## config.mk

```make
export PLATFORM = sky130hd
export DESIGN_NAME = cpu_alu
export DESIGN_NICKNAME = d
export VERILOG_FILES = /design/src/common/mips_pkg.sv /design/src/cpu/cpu_alu.sv
export SDC_FILE = /design/constraint.sdc
export NUM_CORES = 1
export LEC_CHECK = 0
export ABC_AREA = 1
export BUFFER_PORTS_ARGS = -buffer_cell sky130_fd_sc_hd__buf_2
export CAP_MARGIN = 20
export CELL_PAD_IN_SITES_DETAIL_PLACEMENT = 1
export CELL_PAD_IN_SITES_GLOBAL_PLACEMENT = 2
export CORE_ASPECT_RATIO = 2
export CORE_MARGIN = 8
export CORE_UTILIZATION = 32
export DETAILED_ROUTE_END_ITERATION = 6
export GPL_ROUTABILITY_DRIVEN = 0
export GPL_TIMING_DRIVEN = 0
export PLACE_DENSITY = 0.95
export SETUP_SLACK_MARGIN = 0.1
export SYNTH_ARGS = -nofsm -noshare
export SYNTH_HDL_FRONTEND = slang
export SYNTH_SLANG_ARGS = --single-unit
```

## constraint.sdc

```tcl
create_clock -name vclk -period 4.9
set_input_delay 0.245 -clock vclk [all_inputs]
set_output_delay 0.245 -clock vclk [all_outputs]
set_load 0.05 [all_outputs]
```

## src/common/mips_pkg.sv

```systemverilog
package mips_pkg;

    // byte address width on the Avalon bus
    localparam int addr_width = 32;

    // RAM depth in 32-bit words, indexed by byte address bits above the word offset
    localparam int mem_words = 256;
    localparam int mem_index_bits = $clog2(mem_words);

    // first instruction fetched after start
    localparam logic [addr_width-1:0] reset_vector = 32'h0000_0004;

    // primary opcode field, instr[31:26]
    typedef enum logic [5:0] {
        op_special = 6'h00,
        op_beq     = 6'h04,
        op_bne     = 6'h05,
        op_addiu   = 6'h09,
        op_sltiu   = 6'h0b,
        op_andi    = 6'h0c,
        op_ori     = 6'h0d,
        op_xori    = 6'h0e,
        op_lui     = 6'h0f,
        op_lw      = 6'h23,
        op_sw      = 6'h2b
    } opcode_e;

    // function field of special instructions, instr[5:0]
    typedef enum logic [5:0] {
        fn_sll  = 6'h00,
        fn_srl  = 6'h02,
        fn_jr   = 6'h08,
        fn_addu = 6'h21,
        fn_subu = 6'h23,
        fn_and  = 6'h24,
        fn_or   = 6'h25,
        fn_xor  = 6'h26,
        fn_slt  = 6'h2a,
        fn_sltu = 6'h2b
    } funct_e;

    typedef enum logic [3:0] {
        alu_add,
        alu_sub,
        alu_and,
        alu_or,
        alu_xor,
        alu_nor,
        alu_slt,
        alu_sltu,
        alu_sll,
        alu_srl,
        alu_lui
    } alu_op_e;

    // fetch and memory each take two cycles, execute takes one
    typedef enum logic [1:0] {
        st_idle,
        st_fetch,
        st_execute,
        st_memory
    } cpu_state_e;

endpackage

```

## src/cpu/cpu_alu.sv

```systemverilog
`timescale 1ns/100ps

module cpu_alu (
    input  mips_pkg::alu_op_e alu_op,
    input  logic [31:0]       a,
    input  logic [31:0]       b,
    output logic [31:0]       result,
    output logic              zero
);
    import mips_pkg::*;

    logic [4:0] shamt;

    // the decoder places the shift amount in the low bits of b
    assign shamt = b[4:0];

    always_comb begin
        case (alu_op)
            alu_add:  result = a + b;
            alu_sub:  result = a - b;
            alu_and:  result = a & b;
            alu_or:   result = a | b;
            alu_xor:  result = a ^ b;
            alu_nor:  result = ~(a | b);
            alu_slt:  result = {31'd0, $signed(a) < $signed(b)};
            alu_sltu: result = {31'd0, a < b};
            alu_sll:  result = a << shamt;
            alu_srl:  result = a >> shamt;
            alu_lui:  result = {b[15:0], 16'h0000};
            default:  result = 32'd0;
        endcase
    end

    // beq and bne look at this after a subtraction
    assign zero = (result == 32'd0);

endmodule

```

==> flow_metrics.env <==
export IMPL_cp_end_kind="output port"
export IMPL_rsz0062_at_grt="false"
export IMPL_endpoint="zero"
export IMPL_pin_count=101
export IMPL_syn_cell_area_um2=10200
export IMPL_finalNetCount=2422
export IMPL_dr_first_iter_drc_count=1308
export IMPL_setup_tns_ns=0
export IMPL_drc_errors=0
export IMPL_track_usage=0.382
export IMPL_cp_data_required_time_ns=4.66
export IMPL_hold_violations=0
export IMPL_maxCapViolCount=0
export IMPL_grt_max_degree=13
export IMPL_dp_slack_ns=0.0971
export IMPL_fp_dieW_um=142
export IMPL_slowest_stage="o21ai_0"
export IMPL_drt_wl_total_um=72600
export IMPL_nClkBuffers=0
export IMPL_antenna_found_initial=10
export IMPL_finalSetupViolations=0
export IMPL_synth_net_count=2320
export IMPL_regArea_um2=0
export IMPL_gr_max_usage_layer="met2"
export IMPL_grtUsageMet2=0.650
export IMPL_area_growth_syn_to_layout_pct=10.3
export IMPL_grt_pass1_vias=16720
export IMPL_synth_largest_area_cell="nand2_1"
export IMPL_min_period_ns=4.70
export IMPL_tightestPinTransition_ns=1.12
export IMPL_synth_top_area_share=0.255
export IMPL_crit_family="buffers and inverters"
export IMPL_ir_drop_uv=58.1
export IMPL_wl_per_cell_um=27.1
export IMPL_powerDensity_nw_per_um2=132
export IMPL_power_uw=1480
export IMPL_yosys_warnings=0
export IMPL_worst_path_max_fanout=10
export IMPL_overflow=0
export IMPL_grtUsageMet1=0.348
export IMPL_crit_path_max_incr_delay_ns=0.84
export IMPL_fmax_mhz=213
export IMPL_seq_cells=0
export IMPL_hpwl_um=59100
export IMPL_initial_utilization=0.323
export IMPL_grt_pass1_wl_um=105000
export IMPL_slew_headroom=0.254
export IMPL_post_cts_buffers=0
export IMPL_path_depth=16
export IMPL_fin_crit_sh=0.958
export IMPL_die_y_um=268
export IMPL_crit_start="b[1]"
export IMPL_crit_arrival_ns=4.45
export IMPL_hold_class="in2out"
export IMPL_postCtsResizedCells=1
export IMPL_synth_seq_area_share=0
export IMPL_syn_inst=2151
export IMPL_gr_usage_met3=0.104
export IMPL_viasPerCell=5.95
export IMPL_hold_buffers=0
export IMPL_timing_hold_ws_ns=1.37
export IMPL_drtAntennaViolNets=0
export IMPL_place_port_buffers=101
export IMPL_status="finished, final reports clean"
export IMPL_p_leak_uw=0.00659
export IMPL_rows=92
export IMPL_coreArea_um2=31400
export IMPL_drtPass1Iterations=6
export IMPL_synth_cell_types=36
export IMPL_finalMaxSlewViolations=0
export IMPL_criticalPathCategory="in2out"
export IMPL_vias=15946
export IMPL_dp_cells=2675
export IMPL_start_kind="primary input"
export IMPL_setup_ws_ns=0.205
export IMPL_path_cells="buf_2, inv_1, clkbuf_1, nand3_1, nand2_1, nor2_1, o21ai_0, o21ai_0, inv_1, nand2_1, nor2_1, nand2_1, nor2_1, nand2_1, nor2_1, buf_2"
export IMPL_synth_area_leaders="nand2_1 (26%), nand3_1 (22%), inv_1 (13%)"
export IMPL_die_area_um2=38000
export IMPL_path_buf_inv=5
export IMPL_syn_avg_cell_area_um2=4.72
export IMPL_drive_above_1_share=0.0764
export IMPL_instances_no_fill=2680
tightest hold or removal path, stage by stage:
cell and delay [ns]:
buf_2 0.13, nand2_1 0.12, nor2_1 0.07, nand3_1 0.19, nand2_1 0.13, buf_2 0.23
cell usage after synthesis, drive strengths merged, types with 5 or more instances:
| master | count |
|---|---|
| nor2 | 220 |
| nand4 | 33 |
| o21a | 6 |
| and3 | 6 |
| o22ai | 21 |
| o211ai | 17 |
| ha | 99 |
| nand2 | 693 |
| o21bai | 5 |
| nor3 | 22 |
| buf | 61 |
| a21oi | 60 |
| inv | 343 |
| o21ai | 59 |
| clkbuf | 32 |
| nand3 | 441 |
| and2 | 13 |
layer usage:
layer	routed length, µm	share of wire
met5	38	0.00052
met4	9750	0.13
met3	6080	0.084
met2	34200	0.47
met1	22600	0.31
power breakdown:
group          internal, µW  total (µW)  switching, µW
Sequential                0           0              0
Combinational           358        1480           1120
Clock             0.0000744   0.0000745              0
Total                   358        1480           1120
cell families after synthesis:
kind of cell,count (synthesis),share of synthesized area
compound gates,175,0.0979
xor+xnor,3,0.00259
fa+ha+maj,101,0.126
buf+inv,436,0.170
mux,1,0.000986
simple gates,1435,0.603
through the flow:
| stage | util | cell area, µm² |
|---|---|---|
| 6_report | 0.357 | 11200 |
| 5_1_grt | 0.356 | 11200 |
| 4_1_cts | 0.356 | 11200 |
| 3_5_place_dp | 0.356 | 11200 |
| 3_3_place_gp | 0.356 | 11200 |
| 2_1_floorplan | - | 10200 |
how the worst min path moves through the flow:
stage,from,end,slack [ns],cells after the start
2_1_floorplan,alu_op[1],result[0],0.97,4
3_3_place_gp,alu_op[1],result[0],1.33,6
3_5_place_dp,alu_op[2],result[0],1.34,6
4_1_cts,alu_op[2],result[0],1.34,6
5_1_grt,alu_op[2],result[0],1.37,6
6_report,alu_op[2],result[0],1.37,6
final cells by class:
type	instances	area (µm²)
diodes	6	15.0
plain buffers	92	434
fillers	4760	20200
inverters	343	1290
multi-input cells	1715	8430
well taps	423	529
repair buffers	101	505
placed cells by master, fill, tap and decap left out, drive strengths merged:
master   synthesis  routed
o221ai           2       2
inv            343     343
nor4             2       2
mux2i            1       1
and2            13      13
a221oi           1       1
or2              4       4
o211ai          17      17
and3             6       6
nand3b           1       1
buf             61     162
a211oi           2       2
xnor2            1       1
o21a             6       6
clkbuf          32      31
diode            0       6
a21o             1       1
nor3            22      22
a21oi           60      60
nand3          441     441
fa               2       2
nand2          693     693
o22ai           21      21
o2111ai          1       1
xor2             2       2
ha              99      99
nand4           33      33
nor2           220     220
o21ai           59      59
o21bai           5       5
Note: power is estimated with default switching activity, not from simulation.
