$ cat src/common/mips_pkg.sv
package mips_pkg;

    // byte address width on the Avalon bus
    localparam int addr_width = 32;

    // RAM depth in 32-bit words, indexed by byte address bits above the word offset
    localparam int mem_words = 256;
    localparam int mem_index_bits = $clog2(mem_words);

    // first instruction fetched after start
    localparam logic [addr_width-1:0] reset_vector = 32'h0000_0004;

    // primary opcode field, instr[31:26]
    typedef enum logic [5:0] {
        op_special = 6'h00,
        op_beq     = 6'h04,
        op_bne     = 6'h05,
        op_addiu   = 6'h09,
        op_sltiu   = 6'h0b,
        op_andi    = 6'h0c,
        op_ori     = 6'h0d,
        op_xori    = 6'h0e,
        op_lui     = 6'h0f,
        op_lw      = 6'h23,
        op_sw      = 6'h2b
    } opcode_e;

    // function field of special instructions, instr[5:0]
    typedef enum logic [5:0] {
        fn_sll  = 6'h00,
        fn_srl  = 6'h02,
        fn_jr   = 6'h08,
        fn_addu = 6'h21,
        fn_subu = 6'h23,
        fn_and  = 6'h24,
        fn_or   = 6'h25,
        fn_xor  = 6'h26,
        fn_slt  = 6'h2a,
        fn_sltu = 6'h2b
    } funct_e;

    typedef enum logic [3:0] {
        alu_add,
        alu_sub,
        alu_and,
        alu_or,
        alu_xor,
        alu_nor,
        alu_slt,
        alu_sltu,
        alu_sll,
        alu_srl,
        alu_lui
    } alu_op_e;

    // fetch and memory each take two cycles, execute takes one
    typedef enum logic [1:0] {
        st_idle,
        st_fetch,
        st_execute,
        st_memory
    } cpu_state_e;

endpackage

$ cat src/cpu/cpu_control.sv
`timescale 1ns/100ps

module cpu_control (
    input  logic                            clk,
    input  logic                            rst,
    input  logic                            start,
    output logic                            active,
    // Avalon master
    output logic [mips_pkg::addr_width-1:0] address,
    output logic                            read,
    output logic                            write,
    output logic [31:0]                     writedata,
    input  logic [31:0]                     readdata,
    input  logic                            waitrequest,
    // decoder
    output logic [31:0]                     instr,
    input  logic [4:0]                      rd_sel,
    input  logic [31:0]                     imm,
    input  logic                            use_imm,
    input  logic                            reg_write,
    input  logic                            is_load,
    input  logic                            is_store,
    input  logic                            is_branch,
    input  logic                            branch_ne,
    input  logic                            is_jr,
    // register file
    input  logic [31:0]                     rs_data,
    input  logic [31:0]                     rt_data,
    output logic                            wr_en,
    output logic [4:0]                      wr_addr,
    output logic [31:0]                     wr_data,
    // ALU
    output logic [31:0]                     alu_a,
    output logic [31:0]                     alu_b,
    input  logic [31:0]                     alu_result,
    input  logic                            alu_zero
);
    import mips_pkg::*;

    cpu_state_e            state;
    logic [addr_width-1:0] pc;
    logic [addr_width-1:0] pc_plus4;
    logic [addr_width-1:0] branch_target;
    logic                  branch_taken;
    logic                  halt;

    assign pc_plus4 = pc + 32'd4;

    // branch offset counts words relative to the following instruction
    assign branch_target = pc_plus4 + {imm[29:0], 2'b00};

    // beq and bne both subtract, so only the sense of the zero flag differs
    assign branch_taken = is_branch && (alu_zero != branch_ne);

    // jr to address 0 ends the program
    assign halt = is_jr && (rs_data == 32'd0);

    always_ff @(posedge clk) begin
        if (rst) begin
            state <= st_idle;
            pc <= reset_vector;
        end else begin
            case (state)
                st_idle: begin
                    if (start) begin
                        pc <= reset_vector;
                        state <= st_fetch;
                    end
                end
                st_fetch: begin
                    if (!waitrequest) begin
                        state <= st_execute;
                    end
                end
                st_execute: begin
                    if (is_jr) begin
                        pc <= rs_data;
                    end else if (branch_taken) begin
                        pc <= branch_target;
                    end else begin
                        pc <= pc_plus4;
                    end
                    if (is_load || is_store) begin
                        state <= st_memory;
                    end else if (halt) begin
                        state <= st_idle;
                    end else begin
                        state <= st_fetch;
                    end
                end
                st_memory: begin
                    if (!waitrequest) begin
                        state <= st_fetch;
                    end
                end
                default: state <= st_idle;
            endcase
        end
    end

    // instruction register captures the word on the completing fetch edge
    always_ff @(posedge clk) begin
        if (state == st_fetch && !waitrequest) begin
            instr <= readdata;
        end
    end

    assign active = (state != st_idle);

    // the ALU result stays stable through memory since neither instr nor the registers change
    assign read = (state == st_fetch) || (state == st_memory && is_load);
    assign write = (state == st_memory) && is_store;
    assign address = (state == st_fetch) ? pc : alu_result;
    assign writedata = rt_data;

    assign alu_a = rs_data;
    assign alu_b = use_imm ? imm : rt_data;

    // ALU results retire in execute, loaded words when the read completes
    assign wr_en = ((state == st_execute) && reg_write && !is_load) ||
                   ((state == st_memory) && is_load && !waitrequest);
    assign wr_addr = rd_sel;
    assign wr_data = is_load ? readdata : alu_result;

endmodule

$ cat config.mk
export PLATFORM = sky130hd
export DESIGN_NAME = cpu_control
export DESIGN_NICKNAME = d
export VERILOG_FILES = /design/src/common/mips_pkg.sv /design/src/cpu/cpu_control.sv
export SDC_FILE = /design/constraint.sdc
export NUM_CORES = 1
export LEC_CHECK = 0
export BUFFER_PORTS_ARGS = -buffer_cell sky130_fd_sc_hd__buf_2
export CAP_MARGIN = 40
export CORE_AREA = 2 2 149 151
export DETAILED_ROUTE_END_ITERATION = 12
export DIE_AREA = 0 0 151 153
export GPL_TIMING_DRIVEN = 0
export PLACE_DENSITY = 0.68
export SYNTH_ARGS = -nofsm -noshare
export SYNTH_HDL_FRONTEND = slang
export SYNTH_SLANG_ARGS = --single-unit
$ cat constraint.sdc
create_clock -name clk -period 4.25 [get_ports clk]
set_input_delay 1.0625 -clock clk [delete_from_list [all_inputs] [get_ports clk]]
set_output_delay 1.0625 -clock clk [all_outputs]
set_load 0.01 [all_outputs]
==> out/qor.yml <==
outcome: "finished clean"
rsz0062_at_grt: "false"
n_fill_cell: 2115
path_class: "register to register"
p_sw_frac: 0.307
seq_power_share: 0.299
worst-path-max-fanout: 8
io_pins: 378
drc: 0
power.internal_w: 0.00164
slew_violations: 0
r2r_slack_ps: 250
hold_viol: 0
nets: 1386
synth_mux_area_frac: 0.166
worstSetupStartpointType: "register"
cap_violations: 0
seq_area_sq_mm: 0.00164
tightestPinTransition_ps: 807
peakVddDrop_v: 0.000179
finalPower_w: 0.00236
viasPerCell: 5.26
grt_use_met2: 0.385
post_drt_wl_per_cell_microns: 18.0
synthXorXnorAreaFrac: 0.0605
routed_wl_microns: 26200
r2r_start: "pc[12]"
hold_ws_ps: 546
power.density_mw_per_mm2: 250
synth_top_family_by_area: "compound AO/OA/AOI/OAI gates"
grt_start_max_net_pins: 20
ys_types: 69
clk_pin_slew_ps: 60
ys_ff_latch: 66
mostFrequentLayoutCell: "buf_2"
multi_input_area_sq_mm: 0.00445
clock_power_share: 0.375
r2r-end: "pc[31]"
antenna_found_initial: 1
clockBufferDepth: 2
clk_latency_ps: 330
synthArstFlopShare: 0
final_cell_mix: "buf_2, mux2_2, buf_4"
synthesis.nets: 1004
detail-route-antenna-nets: 0
yosysSeqAreaShare: 0.241
power_switching_w: 0.000724
clock-sinks: 66
worstSetupStartpoint: "pc[12]"
ys.flop_type: "dfxtp_1"
crit_path_end_kind: "register"
first_global_vias: 7040
finalSetupViolCount: 0
netlist_instances: 787
clock_skew_ps: 5.91
io_buffers: 370
fmax_ghz: 0.250
synth-edff-count: 32
ys.warnings.count: 0
num_vias: 7653
drive_gt1_frac: 0.497
slew_headroom: 0.460
p_leak_nw: 4.40
die_w_microns: 151
pwr-share-comb: 0.325
synth_compound_area_frac: 0.178
grt_pass1_wl_microns: 38300
die_area_sq_mm: 0.0231
cts_tree: "built"
dpl.hpwl_microns: 21900
place_congestion: 0.882
synthAdderAreaFrac: 0.0746
drtIter0Drc: 794
hp-class: "register to register"
die_height_microns: 153
yosys.area_share.simple: 0.169
busiest_layer: "met2"
diodes: 0
initial_utilization: 0.317
cts_inserted_buffers: 9
avgSynthCellArea_sq_um: 8.65
arrival_ps: 4210
coreArea_sq_mm: 0.0215
met1_usage: 0.268
area_delta_synth_final_pct: 38.6
syn_area_sq_mm: 0.00681
fin_crit_ps: 4000
drt_pass1_iterations: 8
grt_overflow: 0
cts-root-buf: "clkbuf_16"
met3_usage: 0.0254
required_ps: 4470
grt_usage: 0.213
rows: 54
reg2regPathDepth: 16
htreeDepth: 3
period_share: 0.941
cp-endpoint: "pc[31]"
[how the worst min path moves through the flow]
stage	from	to	slack, ps	cells past startpoint
floorplan	pc[15]	pc[15]	480	2
global placement	pc[15]	pc[15]	530	2
detailed placement	pc[15]	pc[15]	540	2
CTS	pc[15]	pc[15]	550	2
global route	pc[15]	pc[15]	580	2
finish	pc[15]	pc[15]	550	2
[layout make-up]
type,count,area share
timing repair buffer,373,0.200
inverter,20,0.00796
clock buffer,10,0.0253
tap,280,0.0371
multi-input combinational,590,0.472
buffer,109,0.0713
sequential,66,0.174
clock inverter,6,0.0121
[worst max-delay path, cell delays in order, from the launching register on]
cell and delay (ps):
dfxtp_1 460, and3_1 240, nand3_1 190, nor4_2 450
nand3_1 160, xnor2_1 300, ha_1 290, clkbuf_1 190
a21o_1 200, a21o_1 190, a21oi_2 290, or3_1 170
a21boi_1 60, a31oi_1 150, o211ai_1 130, nor4_1 330
nor3b_2 80
[power by group through the flow]
| stage | combinational [W] | sequential, W | clock, W |
|---|---|---|---|
| 2_1_floorplan | 0.000414 | 0.000730 | 0 |
| 4_1_cts | 0.000769 | 0.000707 | 0.000896 |
| 3_3_place_gp | 0.000750 | 0.000721 | 0 |
| 6_report | 0.000767 | 0.000707 | 0.000886 |
| 3_5_place_dp | 0.000765 | 0.000720 | 0 |
| 5_1_grt | 0.000830 | 0.000709 | 0.000915 |
[synth_stat cells, types with 10 or more instances]
cell	number	area (sq um)
a21o_1	15	113
a21oi_1	47	235
a222oi_1	14	140
a22oi_1	10	75.1
a31oi_1	10	62.6
and3_1	10	62.6
buf_4	69	518
clkbuf_1	33	124
dfxtp_1	34	681
edfxtp_1	32	961
ha_1	39	488
inv_1	20	75.1
mux2_2	98	1100
nand2_1	44	165
nand2b_1	11	68.8
nand3_1	28	140
nand4_1	12	75.1
nor2_1	55	206
nor3_1	12	60.1
o21ai_0	33	165
xnor2_1	27	236
xor2_1	20	175
[what timing repair did]
item / 4_1_cts / 5_1_grt
hold buffers: 0 / 0
setup buffers: 0 / 0
resized for setup: 3 / 5
endpoints found under the setup margin: 3 / 6
[through the flow]
stage               setup TNS [ps]  utilization  worst slack [ps]  cell area, sq um  instances
CTS                              0        0.439              76.0              9420       1456
global placement             -8.11        0.419             -8.11              9010       1437
detailed placement            -201        0.422              -128              9060       1440
floorplan                        0            -               888              6810        787
finish                           0        0.439               252              9440       1454
global route                     0        0.439              39.7              9440       1454
[cells by family (layout without fill, tap and decap cells)]
family,count (synthesis),after routing
simple gates,221,221
compound gates,181,181
fa+ha+maj,40,40
xor+xnor,47,47
flops,66,66
buf+inv,131,518
mux,101,101
[sequential cells by signal, indices dropped and copies added (netlist names)]
signal  cells
state       2
instr      32
pc         32
[per-layer routing]
metal | vias up | routed length [microns]
met5 | - | 20
met4 | 2 | 476
met3 | 39 | 1910
met2 | 397 | 13100
met1 | 3588 | 10800
li1 | 3627 | -
No activity file was read; power rests on OpenSTA's default activity.
