<file path="src/common/mips_pkg.sv">
package mips_pkg;

    // byte address width on the Avalon bus
    localparam int addr_width = 32;

    // RAM depth in 32-bit words, indexed by byte address bits above the word offset
    localparam int mem_words = 256;
    localparam int mem_index_bits = $clog2(mem_words);

    // first instruction fetched after start
    localparam logic [addr_width-1:0] reset_vector = 32'h0000_0004;

    // primary opcode field, instr[31:26]
    typedef enum logic [5:0] {
        op_special = 6'h00,
        op_beq     = 6'h04,
        op_bne     = 6'h05,
        op_addiu   = 6'h09,
        op_sltiu   = 6'h0b,
        op_andi    = 6'h0c,
        op_ori     = 6'h0d,
        op_xori    = 6'h0e,
        op_lui     = 6'h0f,
        op_lw      = 6'h23,
        op_sw      = 6'h2b
    } opcode_e;

    // function field of special instructions, instr[5:0]
    typedef enum logic [5:0] {
        fn_sll  = 6'h00,
        fn_srl  = 6'h02,
        fn_jr   = 6'h08,
        fn_addu = 6'h21,
        fn_subu = 6'h23,
        fn_and  = 6'h24,
        fn_or   = 6'h25,
        fn_xor  = 6'h26,
        fn_slt  = 6'h2a,
        fn_sltu = 6'h2b
    } funct_e;

    typedef enum logic [3:0] {
        alu_add,
        alu_sub,
        alu_and,
        alu_or,
        alu_xor,
        alu_nor,
        alu_slt,
        alu_sltu,
        alu_sll,
        alu_srl,
        alu_lui
    } alu_op_e;

    // fetch and memory each take two cycles, execute takes one
    typedef enum logic [1:0] {
        st_idle,
        st_fetch,
        st_execute,
        st_memory
    } cpu_state_e;

endpackage

</file>
<file path="src/cpu/cpu_decoder.sv">
`timescale 1ns/100ps

module cpu_decoder (
    input  logic [31:0]       instr,
    output logic [4:0]        rs_addr,
    output logic [4:0]        rt_addr,
    output logic [4:0]        rd_sel,
    output logic [31:0]       imm,
    output logic              use_imm,
    output mips_pkg::alu_op_e alu_op,
    output logic              reg_write,
    output logic              is_load,
    output logic              is_store,
    output logic              is_branch,
    output logic              branch_ne,
    output logic              is_jr
);
    import mips_pkg::*;

    opcode_e     opcode;
    funct_e      funct;
    logic [31:0] imm_sext;
    logic [31:0] imm_zext;

    assign opcode = opcode_e'(instr[31:26]);
    assign funct = funct_e'(instr[5:0]);
    assign imm_sext = {{16{instr[15]}}, instr[15:0]};
    assign imm_zext = {16'h0000, instr[15:0]};
    assign rt_addr = instr[20:16];

    always_comb begin
        rs_addr = instr[25:21];
        rd_sel = instr[20:16];
        imm = imm_sext;
        use_imm = 1'b0;
        alu_op = alu_add;
        reg_write = 1'b0;
        is_load = 1'b0;
        is_store = 1'b0;
        is_branch = 1'b0;
        branch_ne = 1'b0;
        is_jr = 1'b0;
        case (opcode)
            op_special: begin
                rd_sel = instr[15:11];
                reg_write = 1'b1;
                case (funct)
                    fn_sll, fn_srl: begin
                        // shifts operate on rt, so it is read through the rs port
                        rs_addr = instr[20:16];
                        imm = {27'd0, instr[10:6]};
                        use_imm = 1'b1;
                        alu_op = (funct == fn_sll) ? alu_sll : alu_srl;
                    end
                    fn_jr: begin
                        reg_write = 1'b0;
                        is_jr = 1'b1;
                    end
                    fn_addu: alu_op = alu_add;
                    fn_subu: alu_op = alu_sub;
                    fn_and:  alu_op = alu_and;
                    fn_or:   alu_op = alu_or;
                    fn_xor:  alu_op = alu_xor;
                    fn_slt:  alu_op = alu_slt;
                    fn_sltu: alu_op = alu_sltu;
                    default: reg_write = 1'b0;
                endcase
            end
            op_addiu, op_sltiu: begin
                use_imm = 1'b1;
                reg_write = 1'b1;
                alu_op = (opcode == op_sltiu) ? alu_sltu : alu_add;
            end
            // the logical immediates zero-extend
            op_andi, op_ori, op_xori: begin
                imm = imm_zext;
                use_imm = 1'b1;
                reg_write = 1'b1;
                case (opcode)
                    op_andi: alu_op = alu_and;
                    op_ori:  alu_op = alu_or;
                    default: alu_op = alu_xor;
                endcase
            end
            op_lui: begin
                imm = imm_zext;
                use_imm = 1'b1;
                reg_write = 1'b1;
                alu_op = alu_lui;
            end
            op_lw, op_sw: begin
                use_imm = 1'b1;
                reg_write = (opcode == op_lw);
                is_load = (opcode == op_lw);
                is_store = (opcode == op_sw);
            end
            op_beq, op_bne: begin
                is_branch = 1'b1;
                branch_ne = (opcode == op_bne);
                alu_op = alu_sub;
            end
            default: begin
                // anything outside the subset retires as a nop
                reg_write = 1'b0;
            end
        endcase
    end

endmodule

</file>
<file path="config.mk">
export PLATFORM = sky130hd
export DESIGN_NAME = cpu_decoder
export DESIGN_NICKNAME = d
export VERILOG_FILES = /design/src/common/mips_pkg.sv /design/src/cpu/cpu_decoder.sv
export SDC_FILE = /design/constraint.sdc
export NUM_CORES = 1
export LEC_CHECK = 0
export BUFFER_PORTS_ARGS = -buffer_cell sky130_fd_sc_hd__buf_2
export CORE_AREA = 2 2 46 53
export DETAILED_ROUTE_END_ITERATION = 10
export DIE_AREA = 0 0 48 55
export PLACE_DENSITY = 0.94
export SYNTH_ARGS = -nofsm -noshare
export SYNTH_HDL_FRONTEND = slang
export SYNTH_SLANG_ARGS = --single-unit
</file>
<file path="constraint.sdc">
create_clock -name vclk -period 7.7
set_clock_uncertainty 0.05 [all_clocks]
set_input_delay 1.54 -clock vclk [all_inputs]
set_output_delay 1.54 -clock vclk [all_outputs]
set_load 0.01 [all_outputs]
</file>
==> metrics, run 1 <==
max-cap violations=0; vias in the first global route=803; via/cell ratio=4.82; hold slack=3.24 ns; total global-route track usage=0.152; setup violators final=0; buffers and inverters on the worst path=2; worst hold path type=primary input to output pin; post-synth top area share=0.205; Final Cell Area=1060 sq um; remaining antenna violation count=0; final core utilization=0.496; FF+latch area=0 sq um; Worst Path Arrival=3.75 ns; residual DRC count=0; status=complete, no violations; setup tns final=0 ns; chip width=48 microns; crit path cell chain=buf_2 -> or4_4 -> nor4_4 -> nor2b_1 -> o21a_1 -> buf_2; register area share after synthesis=0; Distinct cells, synth=33; Worst VDD drop=0.0330 mV; DR WL/cell=11.1 microns; 1st-iter DRT viols=10; setup ws final=2.36 ns; Layout Nets=208; Final Hold Viols=0; layout cell share with drive strength beyond 1=0.609; Avg Synthesized Cell Area=6.87 sq um; Area Overhead vs Synth=38.0%; hold buffers post-CTS=0; WP data required=6.11 ns; chip height=55 microns; post-placement worst setup slack=2.29 ns; DPL Wire Length=1.89 mm; core area=2140 sq um; Post-Syn Area=769 sq um; CP dominant cell by count=buf_2; Pre-antenna DRT Iters=4; leakage=0.584 nW; PD cells=50.6 nW/um^2; Placed Cells=204; die footprint=2640 sq um; Setup CP Type=primary input to output pin; crit path max fanout=21; most frequent cells in the layout=90 x buf_2, 11 x mux2_2, 11 x nor2b_1, 8 x nor2_1, 6 x a21o_1; max incr delay on CP=0.86 ns; fillcell total=217; post-cts gate resize count=0; post-synth top area cell=buf_4; Pins Over Slew Limit=0; Mapped Cells=112; final sequential cell count=0; Diodes inserted=0; Setup crit end kind=output pin; first-pass GRT wire length=3.05 mm; placed inst area=1060 sq um; max_slew headroom=0.314; postcts setup bufs=0; RSZ-0062 raised after global routing=no; Post-Syn Nets=144; synth top area cells=buf_4 20%, mux2_2 16%, nor2b_1 8.9%; IO Port Bufs=90; clock buffer count=0; startpoint types=primary input; grt ovf=0; DR vias=983; most common cell after layout, fill and taps aside=buf_2; slowest CP cell=nor4_4; io pins=90; fin cells=204; Tcrit/Tclk final=0.693; Routed WL=2.27 mm; Slew @ Worst Pin=1.02 ns; initial core utilization=0.360; Worst path top cell family by delay=simple AND/OR/NAND/NOR gates; initial antenna violation count=0; RD Place Congestion=0.818; Tmin final=5.34 ns; row count=18; Syn. warnings=0; largest net degree at the start of global routing=22; fmax=0.187 GHz; total power=53.7 uW
## synth_stat cells (2+ instances only)
master    count
nand2_1       5
a21o_1        6
nor4_1        4
inv_1         3
o21ai_0       2
buf_4        21
nor2b_1      11
nor3_1        5
o22ai_1       2
a21oi_1       5
nor2_1        8
clkbuf_1      3
nand2b_1      3
or2_1         2
nor3b_1       2
mux2_2       11
buf_2         3
## layer usage
layer	routed length [microns]	track usage
met5	0	0
met4	7	0.0360
met2	1180	0.293
met1	883	0.171
met3	200	0.0162
## power breakdown
group / total (mW) / internal (mW) / leakage (nW) / switching, mW
Combinational: 0.0537 / 0.0246 / 0.584 / 0.0291
Sequential: 0 / 0 / 0 / 0
Clock: 0 / 0 / 0 / 0
Total: 0.0537 / 0.0246 / 0.584 / 0.0291
## worst paths after layout
kind | startpoint | end | slack [ns] | depth (start not counted)
max | instr[28] | imm[21] | 2.36 | 6
min | instr[16] | rt_addr[0] | 3.24 | 2
## cell type report
cell class	count	area [sq um]	area share
Multi-Input combinational cell	81	563	0.530
Timing Repair Buffer	90	450	0.424
Tap cell	30	37.5	0.0353
Inverter	3	11.3	0.0106
## cell families (layout without fill, tap and decap cells)
group                  after synthesis  in the layout  synth area share
AND/OR/NAND/NOR                     48             48             0.377
multiplexers                        11             11             0.161
XOR/XNOR                             1              1            0.0114
AO/OA/AOI/OAI                       21             21             0.182
buffers and inverters               31             93             0.268
Power figures use the tool's default switching activity.
==> run 2: changes to the inputs <==
--- a/config.mk
+++ b/config.mk
@@ -5,11 +5,12 @@
 export SDC_FILE = /design/constraint.sdc
 export NUM_CORES = 1
 export LEC_CHECK = 0
+export ABC_AREA = 1
 export BUFFER_PORTS_ARGS = -buffer_cell sky130_fd_sc_hd__buf_2
-export CORE_AREA = 2 2 46 53
+export CORE_AREA = 2 2 48 54
 export DETAILED_ROUTE_END_ITERATION = 10
-export DIE_AREA = 0 0 48 55
-export PLACE_DENSITY = 0.94
+export DIE_AREA = 0 0 50 56
+export PLACE_DENSITY = 0.9
 export SYNTH_ARGS = -nofsm -noshare
 export SYNTH_HDL_FRONTEND = slang
 export SYNTH_SLANG_ARGS = --single-unit
==> constraint.sdc (replaced) <==
create_clock -name vclk -period 5.1
set_clock_uncertainty 0.05 [all_clocks]
set_input_delay 1.02 -clock vclk [all_inputs]
set_output_delay 1.02 -clock vclk [all_outputs]
set_load 0.01 [all_outputs]
==> run 2 against run 1 <==
- critical path depth did not move
- die area rose by 6.1%
- worst setup slack got worse by 0.94 ns
- cell count rose by 23%
- flip-flop and latch count did not move
- cell area rose by 2.9%
- count of clock-buffer cells in the layout did not move
- utilization fell by 0.60 points
- via count rose by 13%
- power rose by 47%
- synthesized cell count rose by 38%
==> metrics, run 2 <==
post-synth top area cell=nand2_1; Distinct cells, synth=21 (-36%); final sequential cell count=0 (unchanged); RSZ-0062 raised after global routing=no; FF+latch area=0 sq um (unchanged); worst hold path type=primary input to output pin; residual DRC count=0 (unchanged); crit path max fanout=19 (-9.5%); core area=2230 sq um (+4.2%); remaining antenna violation count=0 (unchanged); hold buffers post-CTS=0 (unchanged); Synth Area in Simple Gates=0.545 (+0.167); Worst VDD drop=0.0414 mV (+26%); Routed WL=2.21 mm (-2.6%); Post-Synth XOR/XNOR Area=0 (-0.0114); Mapped Cells=155 (+38%); setup violators final=0 (unchanged); vias in the first global route=947 (+18%); PD cells=72.3 nW/um^2 (+43%); grt ovf=0 (unchanged); top-count cell post-synth=nand2_1; post-cts gate resize count=0 (unchanged); Post-Syn Nets=187 (+30%); io pins=90 (unchanged); Tcrit/Tclk final=0.721; post-placement worst setup slack=1.36 ns (-0.930 ns); met3 Usage GRT=0.0134 (-0.00279); Synth Area in Compound Gates=0.104 (-0.0783); Avg Synthesized Cell Area=5.05 sq um (-26%); clock buffer count=0 (unchanged); layout cell share with drive strength beyond 1=0.462 (-0.148); IO Port Bufs=90 (unchanged); setup tns final=0 ns (unchanged); initial core utilization=0.351 (-0.00836); Setup CP Type=primary input to output pin; Area Overhead vs Synth=39.6%; via/cell ratio=4.43 (-8.1%); RD Place Congestion=0.809 (-1.1%); row count=18 (unchanged); most common cell after layout, fill and taps aside=buf_2; Diodes inserted=0 (unchanged); DPL Wire Length=1.98 mm (+4.5%); fmax=0.272 GHz; startpoint types=primary input; Tmin final=3.68 ns; setup ws final=1.42 ns (-0.937 ns); max-cap violations=0 (unchanged); met1 Use GR=0.175 (+0.00353); first-pass GRT wire length=3.69 mm (+21%); Pins Over Slew Limit=0 (unchanged); most frequent cells in the layout=90 x buf_2, 46 x nand2_1, 24 x inv_1, 22 x nor2_1, 10 x nand3_1; Worst Path Arrival=2.61 ns (-1.14 ns); Syn. warnings=0 (unchanged); Post-synth top cells=46 x nand2_1, 24 x inv_1, 22 x nor2_1; leakage=0.765 nW (+31%); max_slew headroom=0.272 (-0.0411); WP data required=4.03 ns (-2.08 ns); synth top area cells=nand2_1 22%, buf_4 20%, inv_1 12%; adder-cell share of the synthesized area=0 (unchanged); Slew @ Worst Pin=1.08 ns (+0.0609 ns); 1st-iter DRT viols=17 (+7); GR Layer Usage met2=0.306 (+0.0131); postcts setup bufs=0 (unchanged); DR WL/cell=8.80 microns (-21%); status=complete, no violations; initial antenna violation count=0 (unchanged); Pre-antenna DRT Iters=4 (unchanged); DR vias=1111 (+13%); largest net degree at the start of global routing=20 (-9.1%); register area share after synthesis=0 (unchanged); chip width=50 microns (+4.2%); Layout Nets=255 (+23%); Setup crit end kind=output pin; mux contribution to synthesized area=0 (-0.161); chip height=56 microns (+1.8%); Final Hold Viols=0 (unchanged); total global-route track usage=0.153 (+0.000678); die footprint=2800 sq um (+6.1%); Post-Syn Area=783 sq um (+1.8%); post-synth top area share=0.220 (+0.0156); GRT busiest layer=met2; main combinational cell family by area after synthesis=simple AND/OR/NAND/NOR gates
==> run 2: metal layers <==
metal	vias to the layer above	wire length (microns)
met4	0	0
met1	457	869
met3	0	243
met2	68	1100
li1	586	-
met5	-	0
==> run 2: where the power goes <==
| part | leakage [nW] | total [mW] | switching, mW | internal [mW] |
|---|---|---|---|---|
| sequential | 0 | 0 | 0 | 0 |
| clock | 0 | 0 | 0 | 0 |
| combinational | 0.765 | 0.0790 | 0.0460 | 0.0330 |
| total | 0.765 | 0.0790 | 0.0460 | 0.0330 |
==> run 2: cell families after synthesis <==
logic type             Yosys count
buffers and inverters           50
AOI/OAI and AO/OA               13
and+or+nand+nor                 92
==> run 2: cell type report <==
type,count,area (sq um)
fill,245,1140
multi-input combinational,105,508
timing repair buffer,90,450
inverter,26,97.6
tap,30,37.5
==> run 2: path summary, 6_finish.rpt <==
path | start | to | depth (start not counted)
setup / recovery | instr[26] | imm[21] | 6
hold / removal | instr[20] | rt_addr[4] | 2
==> run 2: critical path, cell delays in order <==
cell and delay (ns):
buf_2 0.13, nor2_1 0.07, nand3_4 0.17, nor2_8 0.09, nor3_1 0.83, buf_2 0.28
==> run 2: through the flow <==
stage | power [mW] | hold slack [ns] | utilization | cell area [sq um] | instances
finish | 0.0790 | 2.21 | 0.490 | 1090 | 251
global route | 0.0877 | 2.23 | 0.490 | 1090 | 251
CTS | 0.0797 | 2.21 | 0.490 | 1090 | 251
detailed placement | 0.0794 | 2.21 | 0.490 | 1090 | 251
global placement | 0.0789 | 2.22 | 0.490 | 1090 | 251
floorplan | 0.0514 | 2.08 | - | 783 | 155
==> run 3: changes to the inputs <==
--- a/config.mk
+++ b/config.mk
@@ -5,12 +5,12 @@
 export SDC_FILE = /design/constraint.sdc
 export NUM_CORES = 1
 export LEC_CHECK = 0
-export ABC_AREA = 1
+export ABC_AREA = 0
 export BUFFER_PORTS_ARGS = -buffer_cell sky130_fd_sc_hd__buf_2
-export CORE_AREA = 2 2 48 54
+export CORE_AREA = 2 2 48 55
 export DETAILED_ROUTE_END_ITERATION = 10
-export DIE_AREA = 0 0 50 56
-export PLACE_DENSITY = 0.9
+export DIE_AREA = 0 0 50 57
+export PLACE_DENSITY = 0.88
 export SYNTH_ARGS = -nofsm -noshare
 export SYNTH_HDL_FRONTEND = slang
 export SYNTH_SLANG_ARGS = --single-unit
==> constraint.sdc (replaced) <==
create_clock -name vclk -period 3.4
set_clock_uncertainty 0.05 [all_clocks]
set_input_delay 0.68 -clock vclk [all_inputs]
set_output_delay 0.68 -clock vclk [all_outputs]
set_load 0.01 [all_outputs]
==> run 3 against run 2 <==
- die area up 1.8%
- combinational power up 53%
- critical endpoint is now rs_addr[2]
- first-iteration DRC count up 12%
- worst setup slack worse by 1.2 ns
- critical path depth unchanged
- critical path type unchanged
- routed wire length up 0.45%
- cell count down 18%
- highest routed layer unchanged
- global-route usage down 0.84 points
- utilization down 3.5 points
- worst hold slack worse by 0.69 ns
==> metrics, run 3 (synthesis results as in run 1) <==
Layout Nets=209 (-18%); postcts setup bufs=0 (unchanged); Tmin final=3.15 ns; leakage=0.590 nW (-23%); Hold Path Depth=2 (unchanged); clock power share=0 (unchanged); IO Port Bufs=90 (unchanged); hold buffers post-CTS=0 (unchanged); Setup CP Type=primary input to output pin; FF+latch area=0 sq um (unchanged); grt ovf=0 (unchanged); layout cell share with drive strength beyond 1=0.611 (+0.150); setup tns final=0 ns (unchanged); startpoint types=primary input; Switch Pwr=64.8 uW (+41%); Worst VDD drop=0.0668 mV (+61%); sw frac=0.537 (-0.0445); WP data required=2.67 ns (-1.36 ns); CP dominant cell by count=buf_2; max incr delay on CP=0.58 ns (-0.25 ns); worst hold path type=primary input to output pin; Final Hold Viols=0 (unchanged); Tcrit/Tclk final=0.926; initial core utilization=0.327 (-0.0243); fmax=0.318 GHz; remaining antenna violation count=0 (unchanged); PD cells=113 nW/um^2 (+56%); 1st-iter DRT viols=19 (+2); RSZ-0062 raised after global routing=no; Pins Over Slew Limit=0 (unchanged); crit path cell chain=buf_2 -> or4_4 -> nor4_4 -> buf_4 -> mux2_2 -> buf_2; HP Start=instr[20]; Placed Cells=206 (-18%); row count=19 (+1); crit path max fanout=21 (+2); status=complete, no violations; via/cell ratio=4.67 (+5.5%); Reg power frac=0 (unchanged); final sequential cell count=0 (unchanged); Area Overhead vs Synth=39.2%; first-pass GRT wire length=3.42 mm (-7.3%); DR vias=962 (-13%); DPL Wire Length=1.87 mm (-5.2%); Setup crit end kind=output pin; Pre-antenna DRT Iters=4 (unchanged); die footprint=2850 sq um (+1.8%); Diodes inserted=0 (unchanged); RD Place Congestion=0.747 (-7.6%); Routed WL=2.22 mm (+0.45%); slowest CP cell=or4_4; residual DRC count=0 (unchanged); largest net degree at the start of global routing=22 (+10%); io pins=90 (unchanged); Logic pwr share=1.000 (about the same); fin cells=206 (-18%); chip width=50 microns (unchanged); total global-route track usage=0.144 (-0.00837); max-cap violations=0 (unchanged); Slew @ Worst Pin=0.334 ns (-0.749 ns); chip height=57 microns (+1.8%); clock buffer count=0 (unchanged); initial antenna violation count=0 (unchanged); core area=2350 sq um (+5.6%); vias in the first global route=796 (-16%); most frequent cells in the layout=90 x buf_2, 11 x mux2_2, 11 x nor2b_1, 8 x nor2_1, 6 x a21o_1; post-cts gate resize count=0 (unchanged); Worst Path Arrival=2.42 ns (-0.19 ns); Internal=55.8 uW (+69%); Min-Delay Endpoint=rt_addr[4]; setup violators final=0 (unchanged); most common cell after layout, fill and taps aside=buf_2; max_slew headroom=0.778 (+0.505); DR WL/cell=10.8 microns (+22%)
run 3: how the worst max path moves through the flow:
stage,from,endpoint,depth (start not counted)
floorplan,instr[29],imm[17],6
global placement,instr[28],rs_addr[2],6
detailed placement,instr[28],imm[23],7
CTS,instr[28],imm[23],7
global route,instr[28],imm[18],7
finish,instr[28],rs_addr[2],6
run 3: per-layer routing:
layer	vias to the layer above	part of all wire	GRT usage
li1	499	-	-
met1	415	0.41	0.186
met2	48	0.52	0.282
met3	0	0.075	0
met4	0	0	0
met5	-	0	0
run 3: layout make-up:
cell class                      instances  area (sq um)
Fill cell                             241          1280
Multi-Input combinational cell         81           563
Timing Repair Buffer                   91           458
Tap cell                               31          38.8
Inverter                                3          11.3
run 3: power groups by stage:
| stage | logic (mW) | clock network, mW | registers, mW |
|---|---|---|---|
| after global routing | 0.133 | 0 | 0 |
| after CTS | 0.122 | 0 | 0 |
| after detailed placement | 0.121 | 0 | 0 |
| final | 0.121 | 0 | 0 |
| after floorplan | 0.0811 | 0 | 0 |
| after global placement | 0.120 | 0 | 0 |
run 3: per-stage QoR:
| stage | util | hold slack [ns] | area [sq um] | total power, mW | setup slack (ns) |
|---|---|---|---|---|---|
| after CTS | 0.455 | 1.52 | 1070 | 0.122 | 0.234 |
| final | 0.455 | 1.52 | 1070 | 0.121 | 0.253 |
| after global routing | 0.455 | 1.53 | 1070 | 0.133 | 0.125 |
| after global placement | 0.455 | 1.52 | 1070 | 0.120 | 0.276 |
| after floorplan | - | 1.36 | 769 | 0.0811 | 0.455 |
| after detailed placement | 0.455 | 1.52 | 1070 | 0.121 | 0.240 |
run 3: worst max-delay path: cells and delay by family:
family | cells | cell delay (ns)
multiplexers | 1 | 0.36
buffers and inverters | 3 | 0.58
AND/OR/NAND/NOR | 2 | 0.79
